===== config.mk =====
export PLATFORM = sky130hd
export DESIGN_NAME = mb128_top
export DESIGN_NICKNAME = d
export VERILOG_FILES = /design/src/hw/mb128_pkg.sv /design/src/hw/spi_mem_pkg.sv /design/src/hw/mem_req_if.sv /design/src/hw/joy_clk_filter.sv /design/src/hw/mb128_protocol.sv /design/src/hw/spi_mem_master.sv /design/src/hw/mb128_top.sv
export SDC_FILE = /design/constraint.sdc
export NUM_CORES = 1
export LEC_CHECK = 0
export BUFFER_PORTS_ARGS = -buffer_cell sky130_fd_sc_hd__buf_4
export CAP_MARGIN = 20
export CORE_UTILIZATION = 47
export CTS_CLUSTER_DIAMETER = 80
export DETAILED_ROUTE_END_ITERATION = 8
export GPL_ROUTABILITY_DRIVEN = 0
export PLACE_DENSITY_LB_ADDON = 0.2
export SLEW_MARGIN = 40
export SYNTH_ARGS = -nofsm -noshare
export SYNTH_HDL_FRONTEND = slang
export SYNTH_SLANG_ARGS = --single-unit
export TNS_END_PERCENT = 100

===== constraint.sdc =====
create_clock -name clk_sys -period 2.4 [get_ports clk_sys]
set_input_delay 0.36 -clock clk_sys [delete_from_list [all_inputs] [get_ports clk_sys]]
set_output_delay 0.36 -clock clk_sys [all_outputs]
set_load 0.01 [all_outputs]

===== src/hw/mb128_pkg.sv =====
`default_nettype none

// joypad side of the MB128 emulation
package mb128_pkg;

  ////////////////////////////////////////
  // widths that carry a meaning

  typedef logic [16:0] mem_addr_t;   // byte address, 128 KiB store
  typedef logic [16:0] byte_cnt_t;   // transfer length in bytes
  typedef logic [7:0]  data_byte_t;  // one data byte, also used on the spi side

  // protocol FSM, one step per filtered joypad clock
  typedef enum logic [3:0] {
    idle,         // hunting for the sync byte
    sync_ack,     // one clock after 0xA8
    ident,        // host bit echoed on the ident line
    req,          // request bit, 0 = write
    addr,         // 10 address bits in 128 byte units
    len_bits,     // 3 bit-count bits, shifted past
    len_bytes,    // 17 byte-count bits
    read,
    read_trail,
    write,
    write_trail
  } state_t;

  ////////////////////////////////////////
  // framing constants

  localparam data_byte_t SYNC_BYTE     = 8'hA8;
  localparam int         SYNC_MIN_BITS = 8;   // training bits before a match counts
  localparam int ADDR_BITS        = 10;
  localparam int LEN_BITS_BITS    = 3;
  localparam int LEN_BYTES_BITS   = 17;
  localparam int READ_TRAIL_CLKS  = 3;
  localparam int WRITE_TRAIL_CLKS = 5;

  localparam logic CMD_WRITE_BIT = 1'b0;  // request bit value for a write

  // equal samples needed before a clock level is taken
  localparam int FILTER_LEN = 30;

endpackage

`default_nettype wire


===== src/hw/spi_mem_pkg.sv =====
`default_nettype none

// serial RAM side, 03/02/06 command set
package spi_mem_pkg;

  localparam logic [7:0] SPI_READ_CMD  = 8'h03;
  localparam logic [7:0] SPI_WRITE_CMD = 8'h02;
  localparam logic [7:0] SPI_WREN_CMD  = 8'h06;  // write enable latch

  localparam int SPI_ADDR_W = 24;  // address bytes the part expects

  // frame lengths in spi bits
  localparam int CMD_FRAME_LEN  = 32;  // command byte plus address
  localparam int WREN_FRAME_LEN = 8;   // command byte alone

  // quarter period of the spi clock
  //  0 drive mosi, 1 sclk high, 2 sample miso, 3 sclk low
  typedef logic [1:0] spi_phase_t;

endpackage

`default_nettype wire


===== src/hw/mem_req_if.sv =====
`timescale 1ns/100ps
`default_nettype none

// request path from the protocol engine to the spi master
interface mem_req_if;

  logic rd_req;    // read one byte at addr
  logic wr_req;    // write wdata at addr
  logic wren_req;  // send write enable only

  mb128_pkg::mem_addr_t  addr;
  mb128_pkg::data_byte_t wdata;

  // answer from the memory side
  mb128_pkg::data_byte_t rdata;
  logic                  rd_done;  // rdata valid on this cycle

  modport proto (
    output rd_req, wr_req, wren_req, addr, wdata,
    input  rdata, rd_done
  );

  modport spi (
    input  rd_req, wr_req, wren_req, addr, wdata,
    output rdata, rd_done
  );

endinterface

`default_nettype wire


===== src/hw/joy_clk_filter.sv =====
`timescale 1ns/100ps
`default_nettype none

// cleans the joypad clock, long cable and slow edges
module joy_clk_filter (
  input  wire logic clk_sys,
  input  wire logic reset_n,
  input  wire logic i_joy_clk,  // raw clear line
  output logic      o_level,    // filtered level
  output logic      o_rise      // one cycle per filtered rising edge
);

  logic [mb128_pkg::FILTER_LEN-1:0] hist;  // sample history, newest in bit 0
  logic                             level_d;

  always_ff @(posedge clk_sys)
  begin
    if (!reset_n)
    begin
      hist    <= '0;
      o_level <= 1'b0;
      level_d <= 1'b0;
      o_rise  <= 1'b0;
    end
    else
    begin
      hist <= {hist[mb128_pkg::FILTER_LEN-2:0], i_joy_clk};
      if (&hist)
        o_level <= 1'b1;  // all high
      else if (~|hist)
        o_level <= 1'b0;  // all low
      // anything mixed keeps the old level
      level_d <= o_level;
      o_rise  <= o_level & ~level_d;  // lands one cycle after the level
    end
  end

endmodule

`default_nettype wire


===== src/hw/mb128_protocol.sv =====
`timescale 1ns/100ps
`default_nettype none

// joypad side protocol engine
// everything moves on the filtered rising edge of the clear line
module mb128_protocol (
  input  wire logic clk_sys,
  input  wire logic reset_n,
  input  wire logic i_joy_clk,   // raw line, only for the active release
  input  wire logic i_rise,      // filtered rising edge
  input  wire logic i_joy_data,  // select line from the console
  mem_req_if.proto  mem,
  output logic      o_active,
  output logic      o_data,
  output logic      o_ident,
  output logic      o_read_led,
  output logic      o_write_led
);

  mb128_pkg::state_t     state;
  logic [4:0]            bit_cnt;      // bit index inside the current field
  mb128_pkg::data_byte_t shift_reg;    // sync hunt and write byte assembly
  logic                  req_bit;      // latched request bit
  logic                  stop_active;  // drop active on the next low clock
  mb128_pkg::mem_addr_t  addr_sh;      // address as it arrives
  mb128_pkg::mem_addr_t  addr_cur;     // running transfer address
  mb128_pkg::byte_cnt_t  bytes_left;
  mb128_pkg::data_byte_t rd_byte;      // prefetched byte, goes out lsb first

  mb128_pkg::data_byte_t shift_next;
  mb128_pkg::mem_addr_t  addr_next;
  mb128_pkg::byte_cnt_t  bytes_next;
  logic                  is_write;
  logic [4:0]            trail_end;

  // all fields arrive lsb first
  assign shift_next = {i_joy_data, shift_reg[7:1]};
  assign addr_next  = {i_joy_data, addr_sh[16:1]};   // 10 shifts end in bits 16..7
  assign bytes_next = {i_joy_data, bytes_left[16:1]};
  assign is_write   = (req_bit == mb128_pkg::CMD_WRITE_BIT);

  assign trail_end = (state == mb128_pkg::read_trail) ? 5'(mb128_pkg::READ_TRAIL_CLKS - 1)
                                                     : 5'(mb128_pkg::WRITE_TRAIL_CLKS - 1);

  assign mem.addr = addr_cur;

  always_ff @(posedge clk_sys)
  begin
    if (!reset_n)
    begin
      state        <= mb128_pkg::idle;
      bit_cnt      <= '0;
      shift_reg    <= '0;
      req_bit      <= 1'b0;
      stop_active  <= 1'b0;
      o_active     <= 1'b0;
      o_data       <= 1'b0;
      o_ident      <= 1'b0;
      o_read_led   <= 1'b0;
      o_write_led  <= 1'b0;
      mem.rd_req   <= 1'b0;
      mem.wr_req   <= 1'b0;
      mem.wren_req <= 1'b0;
    end
    else
    begin
      mem.rd_req   <= 1'b0;  // strobes, one cycle
      mem.wr_req   <= 1'b0;
      mem.wren_req <= 1'b0;

      if (mem.wr_req)
        addr_cur <= addr_cur + 1'b1;  // step once the spi side has taken the byte

      // stay active through the high half, let go when the line drops
      if (!i_joy_clk && stop_active)
      begin
        o_active    <= 1'b0;
        stop_active <= 1'b0;
      end

      if (mem.rd_done)
        rd_byte <= mem.rdata;

      if (i_rise)
      begin
        case (state)

          ////////////////////////////////////////
          // sync and ident

          mb128_pkg::idle:
          begin
            shift_reg <= shift_next;
            o_data    <= 1'b0;
            o_ident   <= 1'b0;
            if (bit_cnt < 5'(mb128_pkg::SYNC_MIN_BITS - 1))
              bit_cnt <= bit_cnt + 5'd1;  // saturating training count
            if ((shift_next == mb128_pkg::SYNC_BYTE) &&
                (bit_cnt >= 5'(mb128_pkg::SYNC_MIN_BITS - 1)))
            begin
              o_active <= 1'b1;  // take over the port
              bit_cnt  <= '0;
              state    <= mb128_pkg::sync_ack;
            end
          end

          mb128_pkg::sync_ack:
            state <= mb128_pkg::ident;

          mb128_pkg::ident:
          begin
            o_ident <= i_joy_data;  // echo the host bit
            state   <= mb128_pkg::req;
          end

          ////////////////////////////////////////
          // request header

          mb128_pkg::req:
          begin
            o_ident <= 1'b0;
            req_bit <= i_joy_data;
            if (i_joy_data == mb128_pkg::CMD_WRITE_BIT)
              o_write_led <= 1'b1;
            else
              o_read_led <= 1'b1;
            addr_sh <= '0;
            bit_cnt <= '0;
            state   <= mb128_pkg::addr;
          end

          mb128_pkg::addr:
          begin
            addr_sh <= addr_next;
            bit_cnt <= bit_cnt + 5'd1;
            if (bit_cnt == 5'(mb128_pkg::ADDR_BITS - 1))
            begin
              addr_cur <= addr_next;
              if (is_write)
                mem.wren_req <= 1'b1;  // unlock the RAM early
              else
                mem.rd_req <= 1'b1;    // fetch the first byte ahead of use
              bit_cnt <= '0;
              state   <= mb128_pkg::len_bits;
            end
          end

          // sub-byte count, only keeps the frame aligned
          mb128_pkg::len_bits:
          begin
            bit_cnt <= bit_cnt + 5'd1;
            if (bit_cnt == 5'(mb128_pkg::LEN_BITS_BITS - 1))
            begin
              bit_cnt <= '0;
              state   <= mb128_pkg::len_bytes;
            end
          end

          mb128_pkg::len_bytes:
          begin
            bytes_left <= bytes_next;
            bit_cnt    <= bit_cnt + 5'd1;
            if (bit_cnt == 5'(mb128_pkg::LEN_BYTES_BITS - 1))
            begin
              bit_cnt <= '0;
              o_data  <= req_bit;  // header ack, high for a read
              if (bytes_next == '0)
                state <= is_write ? mb128_pkg::write_trail : mb128_pkg::read_trail;
              else
                state <= is_write ? mb128_pkg::write : mb128_pkg::read;
            end
          end

          ////////////////////////////////////////
          // payload

          mb128_pkg::read:
          begin
            o_data  <= rd_byte[0];
            rd_byte <= {1'b0, rd_byte[7:1]};
            bit_cnt <= bit_cnt + 5'd1;
            if (bit_cnt == 5'd7)
            begin
              bit_cnt <= '0;
              if (bytes_left == 17'd1)
                state <= mb128_pkg::read_trail;
              else
              begin
                bytes_left <= bytes_left - 1'b1;
                addr_cur   <= addr_cur + 1'b1;
                mem.rd_req <= 1'b1;  // next byte, seen with the new address
              end
            end
          end

          mb128_pkg::write:
          begin
            o_data    <= 1'b0;
            shift_reg <= shift_next;
            bit_cnt   <= bit_cnt + 5'd1;
            if (bit_cnt == 5'd7)
            begin
              bit_cnt    <= '0;
              mem.wdata  <= shift_next;
              mem.wr_req <= 1'b1;
              if (bytes_left == 17'd1)
                state <= mb128_pkg::write_trail;
              else
                bytes_left <= bytes_left - 1'b1;
            end
          end

          // both trails only differ in length
          mb128_pkg::read_trail, mb128_pkg::write_trail:
          begin
            o_data  <= 1'b0;
            bit_cnt <= bit_cnt + 5'd1;
            if (bit_cnt == trail_end)
            begin
              state       <= mb128_pkg::idle;
              bit_cnt     <= '0;
              shift_reg   <= '0;
              stop_active <= 1'b1;
              o_read_led  <= 1'b0;
              o_write_led <= 1'b0;
            end
          end

          default:
          begin
            state       <= mb128_pkg::idle;
            bit_cnt     <= '0;
            stop_active <= 1'b1;
            o_read_led  <= 1'b0;
            o_write_led <= 1'b0;
          end

        endcase
      end
    end
  end

endmodule

`default_nettype wire


===== src/hw/spi_mem_master.sv =====
`timescale 1ns/100ps
`default_nettype none

// spi master for the serial RAM at four clk_sys per spi bit
module spi_mem_master (
  input  wire logic clk_sys,
  input  wire logic reset_n,
  mem_req_if.spi    mem,
  output logic      o_spi_cs_n,
  output logic      o_spi_clk,
  output logic      o_spi_mosi,
  output logic      o_spi_hold_n,
  input  wire logic i_spi_miso
);

  spi_mem_pkg::spi_phase_t                   phase;   // free running
  logic [spi_mem_pkg::CMD_FRAME_LEN-1:0]     cmd_sh;  // command and address go out msb first
  logic [5:0]                                cmd_cnt;
  mb128_pkg::data_byte_t                     wr_sh;
  mb128_pkg::data_byte_t                     rd_sh;
  logic [3:0]                                data_cnt;
  logic                                      go;         // loaded and waiting for phase 3
  logic                                      busy;       // frame on the wire
  logic                                      is_read;
  logic                                      is_write;
  logic                                      wren_pend;  // write enable owed after a write
  logic                                      start;

  // requests only count while nothing is loaded or running
  assign start = !go && !busy &&
                 (mem.rd_req || mem.wr_req || mem.wren_req || wren_pend);

  assign mem.rdata = rd_sh;

  always_ff @(posedge clk_sys)
  begin
    if (!reset_n)
    begin
      phase        <= '0;
      cmd_cnt      <= '0;
      data_cnt     <= '0;
      go           <= 1'b0;
      busy         <= 1'b0;
      is_read      <= 1'b0;
      is_write     <= 1'b0;
      wren_pend    <= 1'b0;
      mem.rd_done  <= 1'b0;
      o_spi_cs_n   <= 1'b1;
      o_spi_clk    <= 1'b0;
      o_spi_mosi   <= 1'b0;
      o_spi_hold_n <= 1'b0;
    end
    else
    begin
      phase       <= phase + 2'd1;
      mem.rd_done <= 1'b0;

      ////////////////////////////////////////
      // frame load

      if (start)
      begin
        go        <= 1'b1;
        wren_pend <= 1'b0;
        is_read   <= mem.rd_req;
        is_write  <= mem.wr_req;
        wr_sh     <= mem.wr_req ? mem.wdata : '0;
        if (mem.rd_req || mem.wr_req)
        begin
          cmd_sh   <= {(mem.rd_req ? spi_mem_pkg::SPI_READ_CMD : spi_mem_pkg::SPI_WRITE_CMD),
                       spi_mem_pkg::SPI_ADDR_W'(mem.addr)};
          cmd_cnt  <= 6'(spi_mem_pkg::CMD_FRAME_LEN);
          data_cnt <= 4'd8;
        end
        else
        begin
          // write enable is the command byte alone
          cmd_sh   <= {spi_mem_pkg::SPI_WREN_CMD, {spi_mem_pkg::SPI_ADDR_W{1'b0}}};
          cmd_cnt  <= 6'(spi_mem_pkg::WREN_FRAME_LEN);
          data_cnt <= '0;
        end
      end

      ////////////////////////////////////////
      // bit engine

      case (phase)
        2'd0:
        begin
          if (busy)
          begin
            o_spi_cs_n   <= 1'b0;
            o_spi_hold_n <= 1'b1;
            if (cmd_cnt != '0)
            begin
              o_spi_mosi <= cmd_sh[spi_mem_pkg::CMD_FRAME_LEN-1];
              cmd_sh     <= {cmd_sh[spi_mem_pkg::CMD_FRAME_LEN-2:0], 1'b0};
            end
            if (cmd_cnt == '0 && data_cnt != '0)
            begin
              o_spi_mosi <= wr_sh[7];  // data byte goes out msb first
              wr_sh      <= {wr_sh[6:0], 1'b0};
            end
          end
          else
            o_spi_cs_n <= 1'b1;  // deselect between frames
        end

        2'd1:
          if (busy)
            o_spi_clk <= 1'b1;

        2'd2:
        begin
          if (busy && cmd_cnt != '0)
            cmd_cnt <= cmd_cnt - 6'd1;
          else if (busy && data_cnt != '0)
          begin
            if (is_read)
              rd_sh <= {rd_sh[6:0], i_spi_miso};  // sample while sclk is high
            data_cnt <= data_cnt - 4'd1;
          end
        end

        default:
        begin
          o_spi_clk <= 1'b0;
          if (go)
          begin
            busy <= 1'b1;
            go   <= 1'b0;
          end
          if (busy && cmd_cnt == '0 && data_cnt == '0)
          begin
            busy        <= 1'b0;
            mem.rd_done <= is_read;
            wren_pend   <= is_write;  // re-arm the RAM after every write
          end
        end
      endcase
    end
  end

endmodule

`default_nettype wire


===== src/hw/mb128_top.sv =====
`timescale 1ns/100ps
`default_nettype none

// MB128 unit, joypad port on one side, spi RAM on the other
module mb128_top (
  input  wire logic clk_sys,
  input  wire logic reset_n,

  // joypad port
  input  wire logic i_joy_clk,     // clear line
  input  wire logic i_joy_data,    // select line
  output wire logic o_active,
  output wire logic o_data,
  output wire logic o_ident,
  output wire logic o_read_led,
  output wire logic o_write_led,

  // serial RAM
  output wire logic o_spi_cs_n,
  output wire logic o_spi_clk,
  output wire logic o_spi_mosi,
  output wire logic o_spi_hold_n,
  input  wire logic i_spi_miso
);

  wire logic joy_rise;  // filtered clock edge

  mem_req_if mem ();

  joy_clk_filter u_filter (
    .clk_sys   (clk_sys),
    .reset_n   (reset_n),
    .i_joy_clk (i_joy_clk),
    .o_level   (),            // edge strobe carries all the timing
    .o_rise    (joy_rise)
  );

  mb128_protocol u_proto (
    .clk_sys     (clk_sys),
    .reset_n     (reset_n),
    .i_joy_clk   (i_joy_clk),
    .i_rise      (joy_rise),
    .i_joy_data  (i_joy_data),
    .mem         (mem.proto),
    .o_active    (o_active),
    .o_data      (o_data),
    .o_ident     (o_ident),
    .o_read_led  (o_read_led),
    .o_write_led (o_write_led)
  );

  spi_mem_master u_spi (
    .clk_sys      (clk_sys),
    .reset_n      (reset_n),
    .mem          (mem.spi),
    .o_spi_cs_n   (o_spi_cs_n),
    .o_spi_clk    (o_spi_clk),
    .o_spi_mosi   (o_spi_mosi),
    .o_spi_hold_n (o_spi_hold_n),
    .i_spi_miso   (i_spi_miso)
  );

endmodule

`default_nettype wire


==> impl_results.md <==
- Rows: between 50 and 60
- Worst slew pin tran: just under 0.7 ns
- Vias per Instance: roughly 5.6
- R2R Path End: u_proto.state[2]
- Cell count after synthesis: 992
- GR Overflow Total: 0
- Max Fclk: slightly below 0.4 GHz
- CTS Root Cell: clkbuf_16
- Commonest non-fill, non-tap cell in the layout: nand2_1
- Die Ht: 145.0 um
- Fraction of registers with async set/reset: 0
- Clock Skews: around 0.013 ns
- Largest net degree at the start of global routing: 72
- Crit share post-route: 1.048
- Area post-placement: around 10000 sq um
- Kind of cell adding the most delay to the critical path: simple AND/OR/NAND/NOR gates
- TritonCTS clock tree: built
- Worst Path Max Fanout: 3
- Initial DRT Pass Iterations: 5
- Placeable Area: 19720 sq um
- Dpl cells: ~1300
- Sum of buffers and inverters on the critical path: 1
- Max reg flops: 32
- Critical Path End: u_proto.state[2]
- GR met3 Demand/Resource: 0.03491
- CTS H-tree lvls: 4
- Share of cells above drive strength 1: 0.1760
- Crit end category: flip-flop
- CTS max path bufs: 2
- Pins over their slew limit: 0
- Syn_nets: 1013
- Crit-path cells: or4_4 > or3_4 > or4_4 > ha_4 > inv_2 > o21ai_2 > a21oi_2 > nor3_1 > nand3_1 > o31ai_1
- Post-route DRC: 0
- Vias: 7419
- Slowest stage cell, crit path: or4_4
- Clk_lat worst skew: ~0.44 ns
- Top cell type's share of synthesized area: 0.3564
- DRT iter0 DRCs: 491
- Area delta synth->final: 17.87%
- Dpl ws: -0.1166 ns
- Die ar.: about 21000 sq um
- Reg with most FFs: u_spi.cmd_sh
- Area of the mapped netlist: 9605 sq um
- Max_cap viols: 0
- Wire per inst: approximately 16 um
- Worst path most repeated cell: or4_4
- Final Cell Area: between 10000 and 15000 sq um
- Final hold viol count: 0
- Post-DP HPWL: about 14 mm
- Peak VDD IR: roughly 0.36 mV
- Start of the worst register-to-register path: u_proto.bytes_left[8]
- Clk sinks: ~200
- Clock Pin Slew Worst Setup and Hold Paths: 0.08 ns
- Relative slew slack: 0.5373
- Routed Antenna Nets: 0
- Die X: ~140 um
- Top post-synthesis cells by area: edfxtp_1 36%, dfxtp_1 17%, nand2_1 5.2%, and2_1 3.8%, o21ai_0 3.8%
- Prevailing post-synth register cell: edfxtp_1
- Final nets: 1065
- Final setup viols: 9
- Critical Path RT: roughly 2.7 ns
- Input/output buffers: 13
- GR Util met2: 0.3245
- Yosys reg bits: slightly below 200
- Fin cells: about 1300
- Final setup margin: -0.1151 ns
- Worst setup path start: u_proto.bytes_left[8]
- Startpoint class of the critical path: flip-flop
- Total track usage: 0.2063
- Run status: finished with violations
- First-pass GRT wire length: 35.29 mm
- Io pins: 14
- Routed wire length: between 20 and 25 mm
- Hold buffers post-CTS: 0
- Final Power: roughly 6.7 mW
- Min cycle time layout: around 2.5 ns
- Seq/Total Area, Yosys: 0.5252
- Ys Warns: 0
- R2r worst-path depth: 10
- Mapped Avg Cell Area: approximately 9.7 sq um
- Antenna violations before repair: 0
- Post-synth EDFFs: approximately 110
- Hold Path Class: in -> reg
- Crit path depth: 10
- Initial Util: 0.4872
- WS Path Type: reg -> reg
- Flop2flop setup slack: -0.12 ns
- Vias in the first global route: ~7000
- Unrepaired setup endpoints after global routing: yes
- Met1 Track Usage GR: 0.2873
- Commonest cells after routing, fill and taps aside: 133 x nand2_1, 114 x edfxtp_1, 88 x buf_4
- Gr busiest metal: met2
- Ant. Diodes: 0
- Lkg Pwr: about 4 nW
- CP max stage delay: approximately 0.54 ns
- Failing checks: negative setup slack
- Yosys top cell by area: edfxtp_1
- Top Registers: u_spi.cmd_sh: 32 flops, u_filter.hist: 30 flops
- Worst Path Arrival: 2.84 ns
- PwrDens: approximately 600 nW/um^2
- Post-synth cell types: between 70 and 80
- CTS buffer count: 17
synth_stat cells, types with 11 or more instances:
master,n
buf_2,12
o22ai_1,11
nor2_1,83
dfxtp_1,81
nor4_1,14
mux2i_1,19
o21ai_0,72
nand2_1,134
xor2_1,16
edfxtp_1,114
a22oi_1,33
and3_1,14
nand4_1,23
inv_1,17
ha_1,16
and2_1,58
xnor2_1,24
clkbuf_1,50
nor3_1,23
a21oi_1,45
nand3_1,23
power by group:
group	total, mW	internal (mW)	switching [mW]	leakage, nW
Combinational	0.196	0.0784	0.117	2.01
Sequential	3.65	3.60	0.0558	1.77
Clock	2.84	1.41	1.44	0.291
cell type report:
| class | instances | area [sq um] |
|---|---|---|
| fillers | 1692 | 8396 |
| flip-flops and latches | 195 | 5045 |
| multi-input cells | 714 | 4471 |
| repair buffers | 99 | 822.0 |
| clock buffers | 17 | 425.4 |
| well taps | 265 | 331.6 |
| clock inverters | 15 | 163.9 |
| inverters | 17 | 63.81 |
worst min path at each step:
stage / start / end / cells after the start
4_1_cts: i_spi_miso / u_spi.mem.rdata[0] / 1
6_report: i_spi_miso / u_spi.mem.rdata[0] / 1
5_1_grt: i_spi_miso / u_spi.mem.rdata[0] / 1
3_3_place_gp: u_filter.level_d / u_filter.o_rise / 1
3_5_place_dp: u_filter.level_d / u_filter.o_rise / 1
2_1_floorplan: u_filter.level_d / u_filter.o_rise / 1
logic make-up (layout without fill, tap and decap cells):
logic type,count (synthesis),in the layout,synth area share
fa+ha+maj,16,16,0.02084
simple gates,429,429,0.2267
compound gates,208,208,0.1347
xor+xnor,40,40,0.03647
buf+inv,83,148,0.03400
flops,195,195,0.5252
mux,21,21,0.02214
layer usage:
metal,vias to the layer above,wire [um],part of all wire
met3,33,835,0.039
li1,3696,-,-
met5,-,0,0
met2,158,9760,0.45
met1,3532,10420,0.49
met4,0,449,0.021
repair_timing:
action | CTS | global route
gates cloned | 0 | 2
endpoints found under the setup margin | 11 | 17
setup buffers | 0 | 3
pin swaps | 0 | 14
hold endpoints to repair | 0 | 0
resized for setup | 6 | 46
through the flow:
stage,hold slack [ns],utilization,TNS [ns]
after global placement,0.3707,0.5316,-0.1030
after CTS,0.08429,0.5622,-0.09683
final,0.09926,0.5742,-0.3127
after global routing,0.08721,0.5742,-2.270
after floorplan,0.3674,-,-0.09164
after detailed placement,0.3757,0.5318,-0.2249
Power figures use the tool's default switching activity.
